$ cat config.mk
export PLATFORM = sky130hd
export DESIGN_NAME = pixel_link_flat
export DESIGN_NICKNAME = d
export VERILOG_FILES = /design/src/logic/plot_if.sv /design/src/logic/pixel_link.sv /design/src/flat_wrapper.sv
export VERILOG_INCLUDE_DIRS = /design/src /design/src/include
export SDC_FILE = /design/constraint.sdc
export NUM_CORES = 1
export LEC_CHECK = 0
export ABC_AREA = 1
export CAP_MARGIN = 20
export CORE_AREA = 5 5 99 101
export DETAILED_ROUTE_END_ITERATION = 12
export DIE_AREA = 0 0 104 106
export DONT_BUFFER_PORTS = 1
export GPL_ROUTABILITY_DRIVEN = 0
export PLACE_DENSITY = 0.64
export RECOVER_POWER = 50
export SYNTH_ARGS = -nofsm -noshare
export SYNTH_HDL_FRONTEND = slang
export SYNTH_SLANG_ARGS = --single-unit
$ cat constraint.sdc
create_clock -name AnalogClock -period 3.9 [get_ports AnalogClock]
set_clock_uncertainty 0.2 [all_clocks]
set_input_delay 0.195 -clock AnalogClock [delete_from_list [all_inputs] [get_ports AnalogClock]]
set_output_delay 0.195 -clock AnalogClock [all_outputs]
set_load 0.05 [all_outputs]
$ cat src/include/osc_macros.svh
`ifndef OSC_MACROS_SVH
`define OSC_MACROS_SVH

// fixed point state words, s1.16
`define OSC_W 18
`define OSC_FRAC 16
`define ACC_W 21

// euler step, dt = 2^-9
`define DT_SHIFT 9
`define STEP_DIV 32

// raster geometry
`define SCREEN_W 640
`define PIX_X_W 10
`define PIX_Y_W 9
`define Y_BASE1 180
`define Y_BASE2 300

`define DAMP_G 2048 // 1/32 in s1.16
`define LINK_CREDITS 4

`endif

$ cat src/logic/plot_if.sv
`include "osc_macros.svh"

// one pixel write, valid/ready handshake
interface plot_if;

  logic                  valid;
  logic [`PIX_X_W-1:0]   x;
  logic [`PIX_Y_W-1:0]   y;
  logic [1:0]            color; // 1 = trace 1, 2 = trace 2
  logic                  ready;

  modport source (
    output valid, x, y, color,
    input  ready
  );

  modport sink (
    input  valid, x, y, color,
    output ready
  );

endinterface

$ cat src/logic/pixel_link.sv
`include "osc_macros.svh"

// write queue toward the frame buffer, credit flow control
module pixel_link (
  input  logic                AnalogClock,
  input  logic                rst_n,
  plot_if.sink                plot,
  input  logic                pix_credit,
  output logic                pix_valid,
  output logic [`PIX_X_W-1:0] pix_x,
  output logic [`PIX_Y_W-1:0] pix_y,
  output logic [1:0]          pix_color
);

  localparam int DEPTH = 4;
  localparam int ENT_W = `PIX_X_W + `PIX_Y_W + 2;
  localparam int CRD_W = $clog2(`LINK_CREDITS + 1);

  logic [ENT_W-1:0] queue [DEPTH];
  logic [1:0]       wr_ptr;
  logic [1:0]       rd_ptr;
  logic [2:0]       fill;
  logic [CRD_W-1:0] credits;
  logic             push;
  logic             pop;

  assign plot.ready = (fill != 3'(DEPTH));
  assign push       = plot.valid && plot.ready;
  assign pix_valid  = (fill != '0) && (credits != '0);
  assign pop        = pix_valid; // one credit per beat

  always_ff @(posedge AnalogClock)
  begin
    if (!rst_n)
    begin
      wr_ptr  <= '0;
      rd_ptr  <= '0;
      fill    <= '0;
      credits <= CRD_W'(`LINK_CREDITS);
    end
    else
    begin
      if (push)
        wr_ptr <= wr_ptr + 1'b1;
      if (pop)
        rd_ptr <= rd_ptr + 1'b1;
      fill <= fill + {2'b00, push} - {2'b00, pop};
      case ({pop, pix_credit})
        2'b10:   credits <= credits - 1'b1;
        2'b01:   credits <= credits + 1'b1;
        default: credits <= credits;
      endcase
    end
  end

  always_ff @(posedge AnalogClock)
  begin
    if (push)
      queue[wr_ptr] <= {plot.x, plot.y, plot.color};
  end

  assign {pix_x, pix_y, pix_color} = queue[rd_ptr];

endmodule

$ cat src/flat_wrapper.sv
// flat-port wrapper written by rule: the top's interface ports become plain ports
module pixel_link_flat 
  (AnalogClock, rst_n, pix_credit, pix_valid, pix_x, pix_y, pix_color, plot_valid, plot_x, plot_y, plot_color, plot_ready);
  plot_if plot_i ();
  input  logic AnalogClock;
  input  logic rst_n;
  input  logic pix_credit;
  output logic pix_valid;
  output logic [`PIX_X_W-1:0] pix_x;
  output logic [`PIX_Y_W-1:0] pix_y;
  output logic [1:0] pix_color;
  input wire logic [$bits(plot_i.valid)-1:0] plot_valid;
  input wire logic [$bits(plot_i.x)-1:0] plot_x;
  input wire logic [$bits(plot_i.y)-1:0] plot_y;
  input wire logic [$bits(plot_i.color)-1:0] plot_color;
  output wire logic [$bits(plot_i.ready)-1:0] plot_ready;
  assign plot_i.valid = plot_valid;
  assign plot_i.x = plot_x;
  assign plot_i.y = plot_y;
  assign plot_i.color = plot_color;
  assign plot_ready = plot_i.ready;
  pixel_link u_core (.AnalogClock(AnalogClock), .rst_n(rst_n), .plot(plot_i), .pix_credit(pix_credit), .pix_valid(pix_valid), .pix_x(pix_x), .pix_y(pix_y), .pix_color(pix_color));
endmodule
Yosys cells after proc, flatten, opt, wreduce, memory -nomap -nowiden

Memories as Yosys holds them, arrays and structs flattened. A register that Yosys moved wholly into a read port is not among the register bits.
Cells that the tools add are included.

Bits in registers: 10
Bits in writable memories: 84
Bits of input ports: 25
Logic and storage cells: 24
Memories: 1

Add/subtract/negate cells: 6
Equality and inequality tests: 3
Muxes and demuxes: 5
Reduce and logical (&&, ||, !) cells: 5

Memory list:

| memory       | depth | bits a word | read ports | clocked after Yosys merged registers in | write ports | line             | RTL |
|---|---|---|---|---|---|---|---|
| u_core.queue | 4     | 21          | 1          | 1                                       | 1           | pixel_link.sv:19 | `logic [ENT_W-1:0] queue [DEPTH];` |

Operators with widths:

| kind                | number |
|---|---|
| $pmux 3 s2          | 1 |
| $reduce_bool 3->1   | 2 |
| $add 2x1->2 const B | 2 |
| $mux 2              | 2 |
| $add 3x1->3         | 1 |
| $add 3x1->3 const B | 1 |
| $ne 3x3->1 const B  | 1 |
| $sub 3x1->3         | 1 |
| $sub 3x1->3 const B | 1 |
| $eq 2x1->1 const B  | 1 |
| $eq 2x2->1 const B  | 1 |
| $logic_and 1x1->1   | 2 |
| $mux 1              | 2 |
| $reduce_bool 2->1   | 1 |

Depth between registers and ports, before layout

Word-level depth: 4
Gate-level depth with buffers: 12
Depth with buffers taken out: 12

Worst setup path after synthesis

Ideal clock, no wire load.

Path type: reg2reg
Start point: register u_core.fill[1]
End point: memory u_core.queue[0][0] (netlist bit) (enable)
Setup time: 0.399 ns
Data arrival time: 1.595 ns
Required time: 3.301 ns
Setup slack: 1.706 ns
Cell stages (with the launch flop): 5
Clock period less this slack: 2.194 ns
Cells stage by stage: dfxtp_1 > nor2_4 > nand2_4 > nand2_4 > nor2_1

Longest elaborated chain between the ends: 4

RTL lines:

| item                         | line               | RTL |
|---|---|---|
| start: declaration           | pixel_link.sv:22   | `logic [2:0] fill;` |
| start signal: assignment     | pixel_link.sv:47   | `fill <= fill + {2'b00, push} - {2'b00, pop};` |
| $ne 3x3->1                   | pixel_link.sv:27   | `assign plot.ready = (fill != 3'(DEPTH));` |
| net plot_ready               | flat_wrapper.sv:16 | `output wire logic [$bits(plot_i.ready)-1:0] plot_ready;` |
| $logic_and 1x1->1            | pixel_link.sv:28   | `assign push = plot.valid && plot.ready;` |
| $mux 1                       | pixel_link.sv:58   | `if (push)` |
| $mux 1 (not written as such) | pixel_link.sv:59   | `queue[wr_ptr] <= {plot.x, plot.y, plot.color};` |
| end: declaration             | pixel_link.sv:19   |  |

The timed path passes the listed nets, and every way through them passes these cells.

Worst setup path after layout

Start point: register u_core.fill[1]
End point: memory u_core.queue[3][0] (netlist bit) (enable)

The elaborated chain is that of the path after synthesis.

==> results.md <==
- Remaining global-route overflow: 0
- Remaining antenna violation count: 0
- Library cells used by synthesis: 23
- Filler Cells Inserted: between 800 and 900
- DIE WIDTH: 104 um
- Initial antenna violation count: 0
- FP Rows: 35
- Gr usage total: 0.127
- Total CTS buffers: 9
- Kind of critical path: reg2reg
- Syn Nets: approximately 330
- Chip height: 106 um
- CTS tree: yes
- Critical path's most frequent cell: nand2_1
- Critical path fanouts, max: 21
- Synth-to-layout area growth: 16.4%
- Initial DRC Count: 172
- Crit end category: flip-flop
- Delay-heaviest family, CP: buffers and inverters
- DP HPWL: around 4.2 mm
- Max Root-Sink Buffers: 2
- H-tree depth: 3
- Net count, final: ~380
- Critical-path top delay cell: clkbuf_1
- Area of the multi-input gates: between 800 and 900 um^2
- # port buffers: 0
- Max-Slew Margin vs Limit: 0.115
- Die footprint: 11000 um^2
- Initial DRT Pass Iterations: 4
- Req. time, crit path: 3660 ps
- Reg area: approximately 2800 um^2
- Largest net degree at the start of global routing: 43
- Post-route minimum period: 2890 ps
- Seq cells post-synth: 96
- Slew at the pin closest to its max-slew limit: between 1000 and 1500 ps
- Maximum clock frequency: 0.345 GHz
- Syn. warnings: 0
- Starting Density: 0.428
- Finished Cell Area: 4450 um^2
- Post-synth EDFFs: 84
- Final hold viol count: 0
- Crit path buf inv count: 1
- CTS sink count: 96
- First-pass GRT wire length: 10.9 mm
- Top_reg_cell synth: edfxtp_1
- Routed wire length: 7.02 mm
- CP arrival: 2660 ps
- Average wire per standard cell: 15.3 um
- Post-synth ARST share: 0
- Final setup violation count: 0
- Max-slew violations: 0
- Most frequent cells in the layout: edfxtp_1, nor2_1, buf_4
- Register area share after synthesis: 0.722
- Final period utilization: 0.742
- Vias in the first global route: between 2000 and 2500
- Commonest non-fill, non-tap cell in the layout: edfxtp_1
- Cells after synthesis: 294
- Design Power: around 3.6 mW
- Clock-pin slew on the worst setup and hold paths: 90 ps
- Antenna fix cells: 0
- Synthesized area: around 3800 um^2
- Critical Path Max Stage Delay: 980 ps
- Setup TNS: 0 ps
- Crit-path cells: nor2_1 > nand2_1 > nand2_1 > nor2_2 > clkbuf_1
- Final core occ: 0.498
- Max-cap violations: 0
- Share of layout cells above drive strength 1: 0.147
- Worst setup SP type: flip-flop
- Dpl cells: 418
- Worst VDD drop: 0.510 mV
- Area after DPL: roughly 4100 um^2
- Pwr dens: 819 nW/um^2
- Cell Count, Final, Fillers Out: 458
- Leakage: 1.60 nW
- Core area: roughly 8900 um^2
- RSZ-0062 raised after global routing: false
- Worst skew pair latency: 350 ps
- Class of the worst hold path: reg2reg
- Post-synthesis average cell area: 13.0 um^2
- Io pins: 48
- Number of remaining DRC errors: 0
- DR vias: between 2000 and 2500
- Vias/cell: around 5.0
- Status: finished clean
- Number of setup buffers added after CTS: 0
- Root Buffer: clkbuf_8
## layout make-up
| type | count | area share |
|---|---|---|
| clock buffer | 9 | 0.0278 |
| clock inverter | 7 | 0.0143 |
| inverter | 24 | 0.0214 |
| multi-input combinational | 161 | 0.188 |
| sequential | 96 | 0.621 |
| tap | 111 | 0.0312 |
| timing repair buffer | 50 | 0.0970 |
## through the flow
step	worst slack, ps	hold WS, ps
after floorplan	1710	88.5
after global placement	1610	94.0
after detailed placement	1590	94.0
after CTS	1190	274
after global routing	754	325
final	1010	277
## layer usage
metal,track usage,wire length [um]
met2,0.226,3590
met3,0.0437,430
met5,0,0
met1,0.144,2910
met4,0.0407,82
## cells by family (layout without fill, tap and decap cells)
family	after synthesis	after routing	synth area share
adders and majority gates	9	9	0.0334
xor gates and xnor gates	1	1	0.00229
and+or+nand+nor	82	82	0.0893
AOI/OAI and AO/OA	69	69	0.0981
buffers and inverters	37	90	0.0546
DFF	96	96	0.722
## worst register-to-register path, stage by stage, from the launching register on
cell and delay (ps):
dfxtp_1 360, nor2_1 80, nand2_1 380, nand2_1 340, nor2_2 150, clkbuf_1 980
## path summary, 6_finish.rpt
path,start,endpoint,slack [ps],cells past startpoint
setup reg to reg,u_core.fill[1],u_core.queue[3][0],1010,5
setup / recovery,u_core.fill[1],u_core.queue[3][0],1010,5
hold / removal,u_core.credits[2],u_core.credits[2],280,2
hold reg to reg,u_core.credits[2],u_core.credits[2],280,2
## repair_timing
item                       in CTS  in global routing
hold buffers                   24                  0
setup endpoints to repair       0                  0
gates resized for setup         0                  0
hold endpoints to repair       96                  0
## where the power goes
group          leakage (nW)  internal (mW)  switching [mW]
registers             0.869           1.26           0.116
clock network        0.0903          0.246           0.359
logic                 0.643          0.476            1.19
## state kept, by name (all words and copies together), names as in the netlist, named ones only
register / count
u_core.rd_ptr: 2
u_core.fill: 3
u_core.credits: 3
u_core.wr_ptr: 2
u_core.queue: 84
## Yosys cell counts, types with 2 or more instances
cell type / count / area share
edfxtp_1: 84 / 0.66
nor2_1: 58 / 0.057
o21ai_0: 24 / 0.031
o21ai_1: 22 / 0.029
o22ai_1: 21 / 0.034
inv_1: 19 / 0.019
nand2_1: 15 / 0.015
dfxtp_1: 12 / 0.063
buf_6: 7 / 0.021
ha_1: 7 / 0.023
buf_2: 4 / 0.0052
inv_2: 4 / 0.0039
nand3_1: 3 / 0.0039
buf_4: 2 / 0.0039
fa_1: 2 / 0.010
nand2_2: 2 / 0.0033
nand2_4: 2 / 0.0059
No activity file was read; power rests on OpenSTA's default activity.
