**src/include/osc_macros.svh**
```systemverilog
`ifndef OSC_MACROS_SVH
`define OSC_MACROS_SVH

// fixed point state words, s1.16
`define OSC_W 18
`define OSC_FRAC 16
`define ACC_W 21

// euler step, dt = 2^-9
`define DT_SHIFT 9
`define STEP_DIV 32

// raster geometry
`define SCREEN_W 640
`define PIX_X_W 10
`define PIX_Y_W 9
`define Y_BASE1 180
`define Y_BASE2 300

`define DAMP_G 2048 // 1/32 in s1.16
`define LINK_CREDITS 4

`endif

```
**src/logic/osc_pkg.sv**
```systemverilog
`include "osc_macros.svh"

package osc_pkg;

  // position, velocity and spring coefficients
  typedef logic signed [`OSC_W-1:0] fix_t;

  // second derivative, three guard bits over fix_t
  typedef logic signed [`ACC_W-1:0] acc_t;

  // s1.16 multiply, full product then back to the state format
  function automatic fix_t fix_mul(input fix_t a, input fix_t b);
    logic signed [2*`OSC_W-1:0] prod;
    prod = a * b;
    fix_mul = fix_t'(prod >>> `OSC_FRAC); // drops the top guard bits
  endfunction

endpackage

```
**src/logic/plot_if.sv**
```systemverilog
`include "osc_macros.svh"

// one pixel write, valid/ready handshake
interface plot_if;

  logic                  valid;
  logic [`PIX_X_W-1:0]   x;
  logic [`PIX_Y_W-1:0]   y;
  logic [1:0]            color; // 1 = trace 1, 2 = trace 2
  logic                  ready;

  modport source (
    output valid, x, y, color,
    input  ready
  );

  modport sink (
    input  valid, x, y, color,
    output ready
  );

endinterface

```
**src/logic/trace_plotter.sv**
```systemverilog
`include "osc_macros.svh"

module trace_plotter (
  input  logic          AnalogClock,
  input  logic          rst_n,
  input  logic          trigger_draw,
  input  logic          step,
  input  osc_pkg::fix_t x1,
  input  osc_pkg::fix_t x2,
  output logic          step_ready,
  plot_if.source        plot
);
  import osc_pkg::*;

  localparam int ROW_SHIFT = 11; // +-1.0 spans 64 rows

  localparam logic [1:0] ST_IDLE  = 2'd0;
  localparam logic [1:0] ST_TRC1  = 2'd1;
  localparam logic [1:0] ST_TRC2  = 2'd2;

  localparam logic [`PIX_X_W-1:0] COL_END = `PIX_X_W'(`SCREEN_W);

  logic [1:0]          state;
  logic [`PIX_X_W-1:0] col;
  logic [`PIX_Y_W-1:0] row1;
  logic [`PIX_Y_W-1:0] row2;
  logic                xfer;

  // screen row of a position, up on screen is positive
  function automatic logic [`PIX_Y_W-1:0] row_of(input fix_t pos, input int base);
    fix_t scaled;
    scaled = pos >>> ROW_SHIFT;
    row_of = `PIX_Y_W'(base - scaled);
  endfunction

  assign xfer = plot.valid && plot.ready;

  always_ff @(posedge AnalogClock)
  begin
    if (!rst_n || trigger_draw)
    begin
      state <= ST_IDLE;
      col   <= '0;
    end
    else
    begin
      case (state)
        ST_IDLE:
        begin
          if (step && col < COL_END)
            state <= ST_TRC1;
        end
        ST_TRC1:
        begin
          if (xfer)
            state <= ST_TRC2;
        end
        ST_TRC2:
        begin
          if (xfer)
          begin
            state <= ST_IDLE;
            col   <= col + 1'b1; // next time column
          end
        end
        default: state <= ST_IDLE;
      endcase
    end
  end

  // rows sampled before the integrators move
  always_ff @(posedge AnalogClock)
  begin
    if (state == ST_IDLE && step)
    begin
      row1 <= row_of(x1, `Y_BASE1);
      row2 <= row_of(x2, `Y_BASE2);
    end
  end

  assign step_ready = (state == ST_IDLE);

  assign plot.valid = (state == ST_TRC1) || (state == ST_TRC2);
  assign plot.x     = col;
  assign plot.y     = (state == ST_TRC2) ? row2 : row1;
  assign plot.color = (state == ST_TRC2) ? 2'd2 : 2'd1;

endmodule

```
**src/flat_wrapper.sv**
```systemverilog
// flat-port wrapper written by rule: the top's interface ports become plain ports
module trace_plotter_flat import osc_pkg::*;
  (AnalogClock, rst_n, trigger_draw, step, x1, x2, step_ready, plot_valid, plot_x, plot_y, plot_color, plot_ready);
  plot_if plot_i ();
  input  logic AnalogClock;
  input  logic rst_n;
  input  logic trigger_draw;
  input  logic step;
  input  osc_pkg::fix_t x1;
  input  osc_pkg::fix_t x2;
  output logic step_ready;
  output wire logic [$bits(plot_i.valid)-1:0] plot_valid;
  output wire logic [$bits(plot_i.x)-1:0] plot_x;
  output wire logic [$bits(plot_i.y)-1:0] plot_y;
  output wire logic [$bits(plot_i.color)-1:0] plot_color;
  input wire logic [$bits(plot_i.ready)-1:0] plot_ready;
  assign plot_valid = plot_i.valid;
  assign plot_x = plot_i.x;
  assign plot_y = plot_i.y;
  assign plot_color = plot_i.color;
  assign plot_i.ready = plot_ready;
  trace_plotter u_core (.AnalogClock(AnalogClock), .rst_n(rst_n), .trigger_draw(trigger_draw), .step(step), .x1(x1), .x2(x2), .step_ready(step_ready), .plot(plot_i));
endmodule
```
**config.mk**
```make
export PLATFORM = sky130hd
export DESIGN_NAME = trace_plotter_flat
export DESIGN_NICKNAME = d
export VERILOG_FILES = /design/src/logic/osc_pkg.sv /design/src/logic/plot_if.sv /design/src/logic/trace_plotter.sv /design/src/flat_wrapper.sv
export VERILOG_INCLUDE_DIRS = /design/src /design/src/include
export SDC_FILE = /design/constraint.sdc
export NUM_CORES = 1
export LEC_CHECK = 0
export BUFFER_PORTS_ARGS = -buffer_cell sky130_fd_sc_hd__buf_2
export CORE_MARGIN = 2
export CORE_UTILIZATION = 35
export CTS_CLUSTER_SIZE = 8
export DETAILED_ROUTE_END_ITERATION = 8
export GPL_TIMING_DRIVEN = 0
export PLACE_DENSITY = 0.58
export SLEW_MARGIN = 20
export SYNTH_ARGS = -nofsm -noshare
export SYNTH_HDL_FRONTEND = slang
export SYNTH_SLANG_ARGS = --single-unit
```
**constraint.sdc**
```tcl
create_clock -name AnalogClock -period 1.95 [get_ports AnalogClock]
set_input_delay 0.39 -clock AnalogClock [delete_from_list [all_inputs] [get_ports AnalogClock]]
set_output_delay 0.39 -clock AnalogClock [all_outputs]
set_load 0.01 [all_outputs]
```
### Word level (Yosys, flattened, before mapping)

Cells that the tools add are included.

* register bits: 30
* output and inout port bits: 23
* word-level logic and storage cells: 28

* add/sub/neg operators: 3
* order comparisons: 1
* equal/unequal tests: 5
* multiplexer cells: 6
* reduce and logical (&&, ||, !) cells: 9

Operators with widths (count)
* subtractor 9 x 7 -> 9 bit (first input constant): 2
* adder 10 x 1 -> 10 bit (second input constant): 1
* < comparator 10 bit (second input constant): 1
* two-way mux 9 bit: 1
* two-way mux 2 bit: 4
* != test 2 x 1 -> 1 bit (second input constant): 3
* one-hot mux 2 bit (3 select lines): 1
* logical AND 1 bit: 3
* AND reduction 3 bit: 1
* equality test 2 x 1 -> 1 bit (second input constant): 1
* equality test 2 bit (second input constant): 1
* logical NOT 2 bit: 1
* logical OR 1 bit: 2
* AND reduction 2 bit: 1
* logical NOT 1 bit: 1

### Longest topological paths before layout

Gate-level depths: netlist of run 1.

* depth in word-level cells: 5
* depth in mapped cells: 6

### Worst setup path after synthesis of run 1

Ideal clock, no wire load.

* kind: register -> output
* from: register u_core.state[0]
* to: output plot_y[1]
* arrival: 1308 ps
* required time: 1560 ps
* slack: 252 ps
* stages on the path, launching flop included: 5
* buffers on the path: 1
* cells stage by stage: dfxtp_1 inv_1 ha_1 buf_2 mux2_2

* word-level cells in the longest chain between the ends: 2

Ends and longest elaborated chain
* from (decl): RTL line trace_plotter.sv:23 `logic [1:0] state;`
* from (signal assigned): RTL line trace_plotter.sv:42 `state <= ST_IDLE;`
* from (signal assigned): RTL line trace_plotter.sv:51 `state <= ST_TRC1;`
* from (signal assigned): RTL line trace_plotter.sv:56 `state <= ST_TRC2;`
* equality test 2 bit: RTL line trace_plotter.sv:85 `assign plot.y = (state == ST_TRC2) ? row2 : row1;`
* two-way mux 9 bit: RTL line trace_plotter.sv:85
* to (decl): RTL line flat_wrapper.sv:14 `output wire logic [$bits(plot_i.y)-1:0] plot_y;`

No other way between the ends.

### Final worst setup path of run 1

* from: register u_core.state[0]
* to: output plot_y[3]

The elaborated chain is that of the path after synthesis.

==> flow_metrics.env, run 1 <==
export IMPL_rsz0062_at_grt="no"
export IMPL_insertion_delay_ns=0.28
export IMPL_synth_area_leaders="edfxtp_1 36%, dfxtp_1 17%, ha_1 6.1%"
export IMPL_globalplace_congestion=0.692
export IMPL_die_area_um2=4630
export IMPL_synth_seq_cells=29
export IMPL_grt_pass1_wl_um=4640
export IMPL_worst_ep_arrival_time_ns=1.49
export IMPL_slew_violations=0
export IMPL_yosysWarnings=0
export IMPL_setup_ws_ns=0.0693
export IMPL_worst_pin_slew_ns=0.754
export IMPL_wire_per_inst_um=12.6
export IMPL_hold_violations=0
export IMPL_min_to="u_core.row2[0]"
export IMPL_r2r_setup_slack_ns=0.22
export IMPL_nNetsFinal=228
export IMPL_antenna_found_initial=0
export IMPL_r2r_end="u_core.row2[2]"
export IMPL_cts_buffers=5
export IMPL_synth_commonest_cells="17 x edfxtp_1, 13 x nor2_1, 12 x dfxtp_1"
export IMPL_start_util_pct=36.2
export IMPL_peakVddDrop_v=0.000364
export IMPL_tns_ns=0
export IMPL_reg2reg_depth=3
export IMPL_critPathLaunchType="flop"
export IMPL_path_max_fanout=10
export IMPL_leakagePower_nw=0.736
export IMPL_yosysTopAreaCell="edfxtp_1"
export IMPL_cp_required_ns=1.56
export IMPL_path_class="flop to output port"
export IMPL_via_count=1096
export IMPL_drt_iter0_drc=46
export IMPL_pin_count=64
export IMPL_grt_pass1_vias=1075
export IMPL_vias_per_cell=4.74
export IMPL_cts_root_buf="clkbuf_8"
export IMPL_hpwlAfterDp_um=2200
export IMPL_drive_gt1_share_pct=33.7
export IMPL_status="complete, no violations"
export IMPL_power_density_nw_per_um2=737
export IMPL_syn_area_per_cell_um2=11.0
export IMPL_yosysSeqAreaShare_pct=52.3
export IMPL_numPortBuffers=41
export IMPL_fmax_mhz=532
export IMPL_drc=0
export IMPL_synth_nets=179
export IMPL_fin_worst_skew_ns=0.00965
export IMPL_async_reset_ff_share_pct=0
export IMPL_min_from="x2[11]"
export IMPL_post_route_period_util_pct=96.4
export IMPL_cts_buffer_depth=2
export IMPL_grt_max_degree=18
export IMPL_track_usage_pct=14.2
export IMPL_slew_headroom_pct=49.8
export IMPL_core_um2=3970
export IMPL_ant_nets=0
export IMPL_synth_flop_cell="edfxtp_1"
export IMPL_finalSetupViolCount=0
export IMPL_cts_sinks=29
export IMPL_postSynthCellCount=131
export IMPL_yosysTopAreaCellShare_pct=35.5
export IMPL_synthesis_area_um2=1440
export IMPL_hp_class="input pin to flop"
export IMPL_fin_crit_ns=1.88
export IMPL_endpoint_kind="output port"
export IMPL_die_w_um=68.1
export IMPL_rr_startpoint="u_core.state[1]"
export IMPL_hold_depth=1
export IMPL_hold_buffers=0
export IMPL_cts_tree="built"
export IMPL_die_y_um=68.1
export IMPL_first_pass_iters=4
export IMPL_routed_wl_um=2910
export IMPL_synth_edf_count=17
export IMPL_pre_cts_ws_ns=0.0194
export IMPL_clk_pin_slew_ns=0.07
export IMPL_synth_most_common_cell="edfxtp_1"
export IMPL_htree_num_levels=2
export IMPL_maxCapViolCount=0
export IMPL_antennaDiodeCount=0
export IMPL_core_rowCount=23
export IMPL_grt_remaining_overflow=0
export IMPL_area_growth_pct=27.1
export IMPL_synth_cell_types=30
-- where the power goes --
| part | total (mW) | internal (mW) | switching [mW] |
|---|---|---|---|
| clock | 0.507 | 0.287 | 0.220 |
| sequential | 0.696 | 0.688 | 0.00813 |
| combinational | 0.142 | 0.0639 | 0.0781 |
-- cell type report --
cell class	instances	area (um^2)
buffer	2	18.8
tap	50	62.6
sequential	29	752
clock buffer	8	90.1
multi-input combinational	89	648
fill	390	2150
inverter	11	41.3
timing repair buffer	42	213
-- stage by stage --
stage	instance area (um^2)	cells	hold WS, ns	utilization [%]	total power [mW]
floorplan	1440	131	0.489	-	0.787
global placement	1700	222	0.486	42.9	0.844
detailed placement	1700	222	0.502	42.9	0.851
finish	1830	231	0.307	46.0	1.35
CTS	1820	231	0.300	45.9	1.36
global route	1830	231	0.298	46.0	1.40
-- how the worst max path moves through the flow --
| stage | startpoint | end | slack, ns | cells past startpoint |
|---|---|---|---|---|
| floorplan | u_core.state[0] | plot_y[1] | 0.25 | 4 |
| global placement | u_core.state[0] | plot_y[2] | 0.03 | 5 |
| detailed placement | u_core.state[0] | plot_y[4] | 0.02 | 5 |
| CTS | u_core.state[0] | plot_y[4] | 0.02 | 5 |
| global route | u_core.state[0] | plot_y[3] | 0.01 | 5 |
| finish | u_core.state[0] | plot_y[3] | 0.07 | 5 |
-- metal layers --
layer | global-route usage (%) | vias up | wire, um
li1 | - | 547 | -
met1 | 15.3 | 499 | 1170
met2 | 22.8 | 43 | 1420
met3 | 6.41 | 7 | 237
met4 | 8.75 | 0 | 75
met5 | 0 | - | 0
-- layout by cell type (no fill, tap or decap), types with 5 or more instances in the layout --
cell,Yosys,layout
nor3_1,5,5
edfxtp_1,17,17
ha_1,7,6
xor2_1,9,9
inv_1,11,10
mux2_2,7,7
buf_2,1,41
dfxtp_1,12,11
clkbuf_8,0,6
nand2_1,8,8
xnor2_1,8,8
nor2_1,13,13
-- registers in the layout, summed over array words and instances, names as in the netlist --
name,cells
u_core.row1,8
u_core.row2,9
u_core.plot.x,10
u_core.state,2
-- cells by family (layout without fill, tap and decap cells) --
group,count (synthesis),in the layout,share of synthesized area [%]
adder cells (fa/ha/maj),7,7,6.10
XOR/XNOR,17,17,10.4
buffers and inverters,13,63,3.48
multiplexers,9,9,7.06
AND/OR/NAND/NOR,42,42,15.0
AO/OA/AOI/OAI,14,14,5.75
flip-flops,29,29,52.3
-- critical path, stage by stage (launching register included) --
cell and delay (ns):
dfxtp_2 0.35, inv_2 0.08, ha_4 0.16, buf_8 0.14
mux2_2 0.34, buf_2 0.14
-- timing repair --
action / 4_1_cts / 5_1_grt
resized for setup: 6 / 1
setup buffers: 1 / 0
endpoints found under the setup margin: 9 / 7
pin swaps: 0 / 0
Note: power is estimated with default switching activity, not from simulation.
==> run 2, diff against run 1 <==
--- a/config.mk
+++ b/config.mk
@@ -7,12 +7,14 @@
 export NUM_CORES = 1
 export LEC_CHECK = 0
 export BUFFER_PORTS_ARGS = -buffer_cell sky130_fd_sc_hd__buf_2
+export CAP_MARGIN = 15
 export CORE_MARGIN = 2
-export CORE_UTILIZATION = 35
+export CORE_UTILIZATION = 46
 export CTS_CLUSTER_SIZE = 8
 export DETAILED_ROUTE_END_ITERATION = 8
 export GPL_TIMING_DRIVEN = 0
-export PLACE_DENSITY = 0.58
+export PLACE_DENSITY = 0.74
+export SETUP_SLACK_MARGIN = 0.15
 export SLEW_MARGIN = 20
 export SYNTH_ARGS = -nofsm -noshare
 export SYNTH_HDL_FRONTEND = slang
==> flow_metrics.env, run 2 (same netlist as run 1, synthesis figures left out) <==
export IMPL_fmax_mhz=523
export IMPL_hold_violations=0
export IMPL_tns_ns=0
export IMPL_wire_per_inst_um=14.5
export IMPL_post_route_period_util_pct=98.1
export IMPL_grt_max_degree=18
export IMPL_final_cell_mix="30 x buf_2, 17 x edfxtp_1, 15 x buf_6"
export IMPL_slew_headroom_pct=70.4
export IMPL_place_area_um2=1680
export IMPL_finalSetupViolCount=0
export IMPL_hold_depth=1
export IMPL_drc=0
export IMPL_die_y_um=59.9
export IMPL_reg2reg_depth=9
export IMPL_cp_top_family="flip-flops"
export IMPL_globalplace_congestion=0.802
export IMPL_antenna_found_initial=0
export IMPL_worst_pin_slew_ns=0.444
export IMPL_cts_buffer_depth=2
export IMPL_largest_register_ffs=10
export IMPL_power_density_nw_per_um2=635
export IMPL_pre_cts_ws_ns=0.0118
export IMPL_fin_hold_ws_ns=0.267
export IMPL_r2r_setup_slack_ns=0.11
export IMPL_insertion_delay_ns=0.32
export IMPL_endpoint_kind="output port"
export IMPL_slew_violations=0
export IMPL_cts_tree="built"
export IMPL_core_rowCount=20
export IMPL_cp_slowest_cell="dfxtp_2"
export IMPL_path_max_fanout=5
export IMPL_worst_ep_arrival_time_ns=1.52
export IMPL_first_pass_iters=4
export IMPL_fin_crit_ns=1.91
export IMPL_min_to="u_core.row2[0]"
export IMPL_drt_iter0_drc=65
export IMPL_cp_required_ns=1.56
export IMPL_status="complete, no violations"
export IMPL_drive_gt1_share_pct=41.4
export IMPL_fin_cells=224
export IMPL_crit_start="u_core.state[0]"
export IMPL_die_w_um=59.9
export IMPL_cp_num_buf_inv=3
export IMPL_rr_startpoint="u_core.state[0]"
export IMPL_path_class="flop to output port"
export IMPL_hpwlAfterDp_um=2160
export IMPL_core_um2=3000
export IMPL_maxCapViolCount=0
export IMPL_antennaDiodeCount=0
export IMPL_grt_pass1_wl_um=5200
export IMPL_path_cells="inv_2, ha_4, buf_8, mux2_4, buf_6"
export IMPL_die_area_um2=3590
export IMPL_dp_cells=205
export IMPL_pin_count=64
export IMPL_grt_remaining_overflow=0
export IMPL_nNetsFinal=238
export IMPL_start_util_pct=47.8
export IMPL_fin_area_um2=2010
export IMPL_peakVddDrop_v=0.000436
export IMPL_rsz0062_at_grt="yes"
export IMPL_r2r_end="u_core.state[1]"
export IMPL_fin_worst_skew_ns=0.00823
export IMPL_cts_sinks=29
export IMPL_fin_total_pwr_mw=1.28
export IMPL_vias_per_cell=5.36
export IMPL_area_growth_pct=40.0
export IMPL_grt_pass1_vias=1172
export IMPL_routed_wl_um=3240
export IMPL_hp_class="input pin to flop"
export IMPL_critPathLaunchType="flop"
export IMPL_setup_ws_ns=0.0371
export IMPL_ant_nets=0
export IMPL_numPortBuffers=41
export IMPL_cts_buffers=5
export IMPL_finish_utilization_pct=67.0
export IMPL_via_count=1201
export IMPL_min_from="x2[11]"
export IMPL_final_common_cell="buf_2"
export IMPL_clk_pin_slew_ns=0.09
export IMPL_htree_num_levels=2
export IMPL_leakagePower_nw=0.840
export IMPL_max_stage_delay_ns=0.34
export IMPL_track_usage_pct=20.7
export IMPL_cts_root_buf="clkbuf_4"
==> run 2: changes by cell type in the layout (fill, tap and decap cells not counted), sizes merged <==
cell and delta:
buf +10
==> run 2: layout make-up <==
type                            count  area (um^2)
Buffer                              2         18.8
Tap cell                           33         41.3
Multi-Input combinational cell     89          706
Clock buffer                        8         58.8
Timing Repair Buffer               52          392
Inverter                           11         41.3
Sequential cell                    29          753
Fill cell                         240          992
==> run 2: layer usage <==
| layer | part of all wire, % | up-vias | GRT usage, % |
|---|---|---|---|
| li1 | - | 569 | - |
| met1 | 39 | 559 | 23.5 |
| met2 | 52 | 60 | 34.6 |
| met3 | 6.5 | 13 | 7.79 |
| met4 | 2.3 | 0 | 8.89 |
| met5 | 0 | - | 0 |
==> run 2: repair_timing <==
action	4_1_cts	5_1_grt
resized for setup	27	11
setup buffers	9	1
endpoints found under the setup margin	10	29
pin swaps	0	4
hold buffers	0	0
endpoints found under the hold margin	0	0
cloned	1	0
==> run 2: worst max path at each step <==
stage | endpoint | cells past startpoint
2_1_floorplan | plot_y[1] | 4
3_3_place_gp | plot_y[2] | 5
3_5_place_dp | plot_y[2] | 5
4_1_cts | plot_y[2] | 5
5_1_grt | plot_y[2] | 5
6_report | plot_y[2] | 5
==> run 2: power by group <==
part	internal, mW	switching (mW)
Sequential	0.687	0.0103
Combinational	0.106	0.0916
Clock	0.178	0.203
==> run 3, diff against run 2 <==
--- a/config.mk
+++ b/config.mk
@@ -6,10 +6,12 @@
 export SDC_FILE = /design/constraint.sdc
 export NUM_CORES = 1
 export LEC_CHECK = 0
+export ABC_AREA = 1
 export BUFFER_PORTS_ARGS = -buffer_cell sky130_fd_sc_hd__buf_2
 export CAP_MARGIN = 15
+export CORE_ASPECT_RATIO = 1.75
 export CORE_MARGIN = 2
-export CORE_UTILIZATION = 46
+export CORE_UTILIZATION = 47
 export CTS_CLUSTER_SIZE = 8
 export DETAILED_ROUTE_END_ITERATION = 8
 export GPL_TIMING_DRIVEN = 0
==> flow_metrics.env, run 3 <==
export IMPL_status="complete, no violations"
export IMPL_track_usage_pct=17.7
export IMPL_num_fill_cells=297
export IMPL_antenna_found_initial=0
export IMPL_async_reset_ff_share_pct=0
export IMPL_hold_buffers=0
export IMPL_tns_ns=0
export IMPL_cts_tree="built"
export IMPL_synthesis_area_um2=1540
export IMPL_reg2reg_depth=4
export IMPL_crit_start="u_core.state[0]"
export IMPL_insertion_delay_ns=0.29
export IMPL_slew_headroom_pct=56.4
export IMPL_via_count=1244
export IMPL_core_um2=3140
export IMPL_maxCapViolCount=0
export IMPL_start_util_pct=49.1
export IMPL_fin_hold_ws_ns=0.300
export IMPL_synth_commonest_cells="59 x nand2_1, 25 x inv_1, 17 x edfxtp_1"
export IMPL_final_common_cell="nand2_1"
export IMPL_numPortBuffers=41
export IMPL_rr_startpoint="u_core.state[1]"
export IMPL_cp_required_ns=1.56
export IMPL_path_cells="inv_2, ha_4, buf_6, nand2_1, nand2_1, buf_2"
export IMPL_postSynthCellCount=179
export IMPL_worst_ep_arrival_time_ns=1.27
export IMPL_fin_crit_ns=1.66
export IMPL_grt_pass1_wl_um=4700
export IMPL_finalSetupViolCount=0
export IMPL_synth_area_leaders="edfxtp_1 33%, dfxtp_1 16%, nand2_1 14%"
export IMPL_synth_seq_cells=29
export IMPL_hpwlAfterDp_um=2270
export IMPL_fmax_mhz=602
export IMPL_htree_num_levels=2
export IMPL_peakVddDrop_v=0.000580
export IMPL_core_rowCount=27
export IMPL_cp_top_family="buffers and inverters"
export IMPL_clk_pin_slew_ns=0.07
export IMPL_r2r_setup_slack_ns=0.34
export IMPL_synth_nets=227
export IMPL_yosysSeqAreaShare_pct=48.7
export IMPL_register_area_um2=752
export IMPL_fin_worst_skew_ns=0.00928
export IMPL_endpoint_kind="output port"
export IMPL_pin_count=64
export IMPL_cts_root_buf="clkbuf_8"
export IMPL_hp_class="input pin to flop"
export IMPL_path_class="flop to output port"
export IMPL_r2r_end="u_core.row1[5]"
export IMPL_hold_violations=0
export IMPL_antennaDiodeCount=0
export IMPL_die_w_um=47.3
export IMPL_max_stage_delay_ns=0.33
export IMPL_path_max_fanout=10
export IMPL_vias_per_cell=4.57
export IMPL_area_growth_pct=26.2
export IMPL_grt_remaining_overflow=0
export IMPL_top_layer_used="met4"
export IMPL_largest_register_ffs=10
export IMPL_cp_slowest_cell="dfxtp_2"
export IMPL_drc=0
export IMPL_routed_wl_um=2850
export IMPL_first_pass_iters=3
export IMPL_cp_num_buf_inv=3
export IMPL_synth_most_common_cell="nand2_1"
export IMPL_min_to="u_core.row2[0]"
export IMPL_die_y_um=79.8
export IMPL_wire_per_inst_um=10.5
export IMPL_rsz0062_at_grt="no"
export IMPL_worst_path_most_repeated_cell="nand2_1"
export IMPL_yosysTopAreaCellShare_pct=33.1
export IMPL_worst_pin_slew_ns=0.654
export IMPL_final_cell_mix="59 x nand2_1, 41 x buf_2, 24 x inv_1"
export IMPL_drt_iter0_drc=10
export IMPL_grt_pass1_vias=1176
export IMPL_slew_violations=0
export IMPL_yosysWarnings=0
export IMPL_die_area_um2=3770
export IMPL_ant_nets=0
export IMPL_synth_cell_types=23
export IMPL_drive_gt1_share_pct=29.7
export IMPL_synth_flop_cell="edfxtp_1"
export IMPL_wl_met3_um=185
export IMPL_wl_met2_um=1570
export IMPL_hold_depth=1
export IMPL_nNetsFinal=276
export IMPL_globalplace_congestion=0.686
export IMPL_drt_met1_wl_um=1030
export IMPL_min_from="x2[11]"
export IMPL_syn_area_per_cell_um2=8.61
export IMPL_synth_edf_count=17
export IMPL_grt_max_degree=18
export IMPL_leakagePower_nw=0.930
export IMPL_multi_input_area_um2=693
export IMPL_cts_buffers=5
export IMPL_cts_buffer_depth=2
export IMPL_yosysTopAreaCell="edfxtp_1"
export IMPL_post_route_period_util_pct=85.2
export IMPL_power_density_nw_per_um2=801
export IMPL_critPathLaunchType="flop"
export IMPL_cts_sinks=29
## run 3: cell types whose count changed after synthesis, moves of 5 or more
| cell | change |
|---|---|
| inv_1 | +14 |
| mux2_2 | -7 |
| xnor2_1 | -5 |
| nand2_1 | +51 |
| nor3_1 | -5 |
## run 3: final cells by class
cell class              instances  area share (%)
well taps                      43            2.77
flip-flops and latches         29            38.6
clock inverters                 3            2.38
clock buffers                   5            3.54
plain buffers                   1           0.579
multi-input cells             121            35.6
inverters                      28            5.53
repair buffers                 42            10.9
## run 3: layer usage
layer	global-route usage, %	up-vias
met5	0	-
met4	9.17	0
met3	5.88	7
met2	31.5	37
met1	16.5	544
li1	-	656
## run 3: how the worst max path moves through the flow
stage | depth (start not counted) | slack [ns] | end
after detailed placement | 6 | 0.26 | plot_y[1]
after floorplan | 5 | 0.44 | plot_y[0]
after CTS | 6 | 0.18 | plot_y[3]
after global placement | 6 | 0.25 | plot_y[1]
final | 6 | 0.29 | plot_y[1]
after global routing | 6 | 0.19 | plot_y[4]
## run 3: logic make-up after synthesis
| logic type | after synthesis | share of synthesized area [%] |
|---|---|---|
| and+or+nand+nor | 89 | 27.7 |
| buffers and inverters | 29 | 7.14 |
| adders and majority gates | 7 | 5.68 |
| AOI/OAI and AO/OA | 15 | 5.11 |
| xor gates and xnor gates | 10 | 5.68 |
| DFF | 29 | 48.7 |
## run 3: metrics by stage
stage	cell area (um^2)	total power, mW	utilization, %	worst slack [ns]	instances
after global placement	1800	0.928	57.3	0.246	263
final	1950	1.56	61.9	0.288	272
after global routing	1950	1.62	61.9	0.188	272
after CTS	1930	1.57	61.4	0.181	271
after detailed placement	1800	0.934	57.3	0.258	263
after floorplan	1540	0.846	-	0.443	179
## run 3: repair_timing
action                                  in CTS  in global routing
buffers inserted                             0                  1
resized for setup                            4                  3
endpoints found under the setup margin       9                  8
## run 3: where the power goes
group	internal [mW]	total, mW	leakage [nW]	switching [mW]
logic	0.0845	0.216	0.617	0.131
registers	0.697	0.710	0.258	0.0125
clock network	0.382	0.634	0.0543	0.252
total	1.16	1.56	0.930	0.396
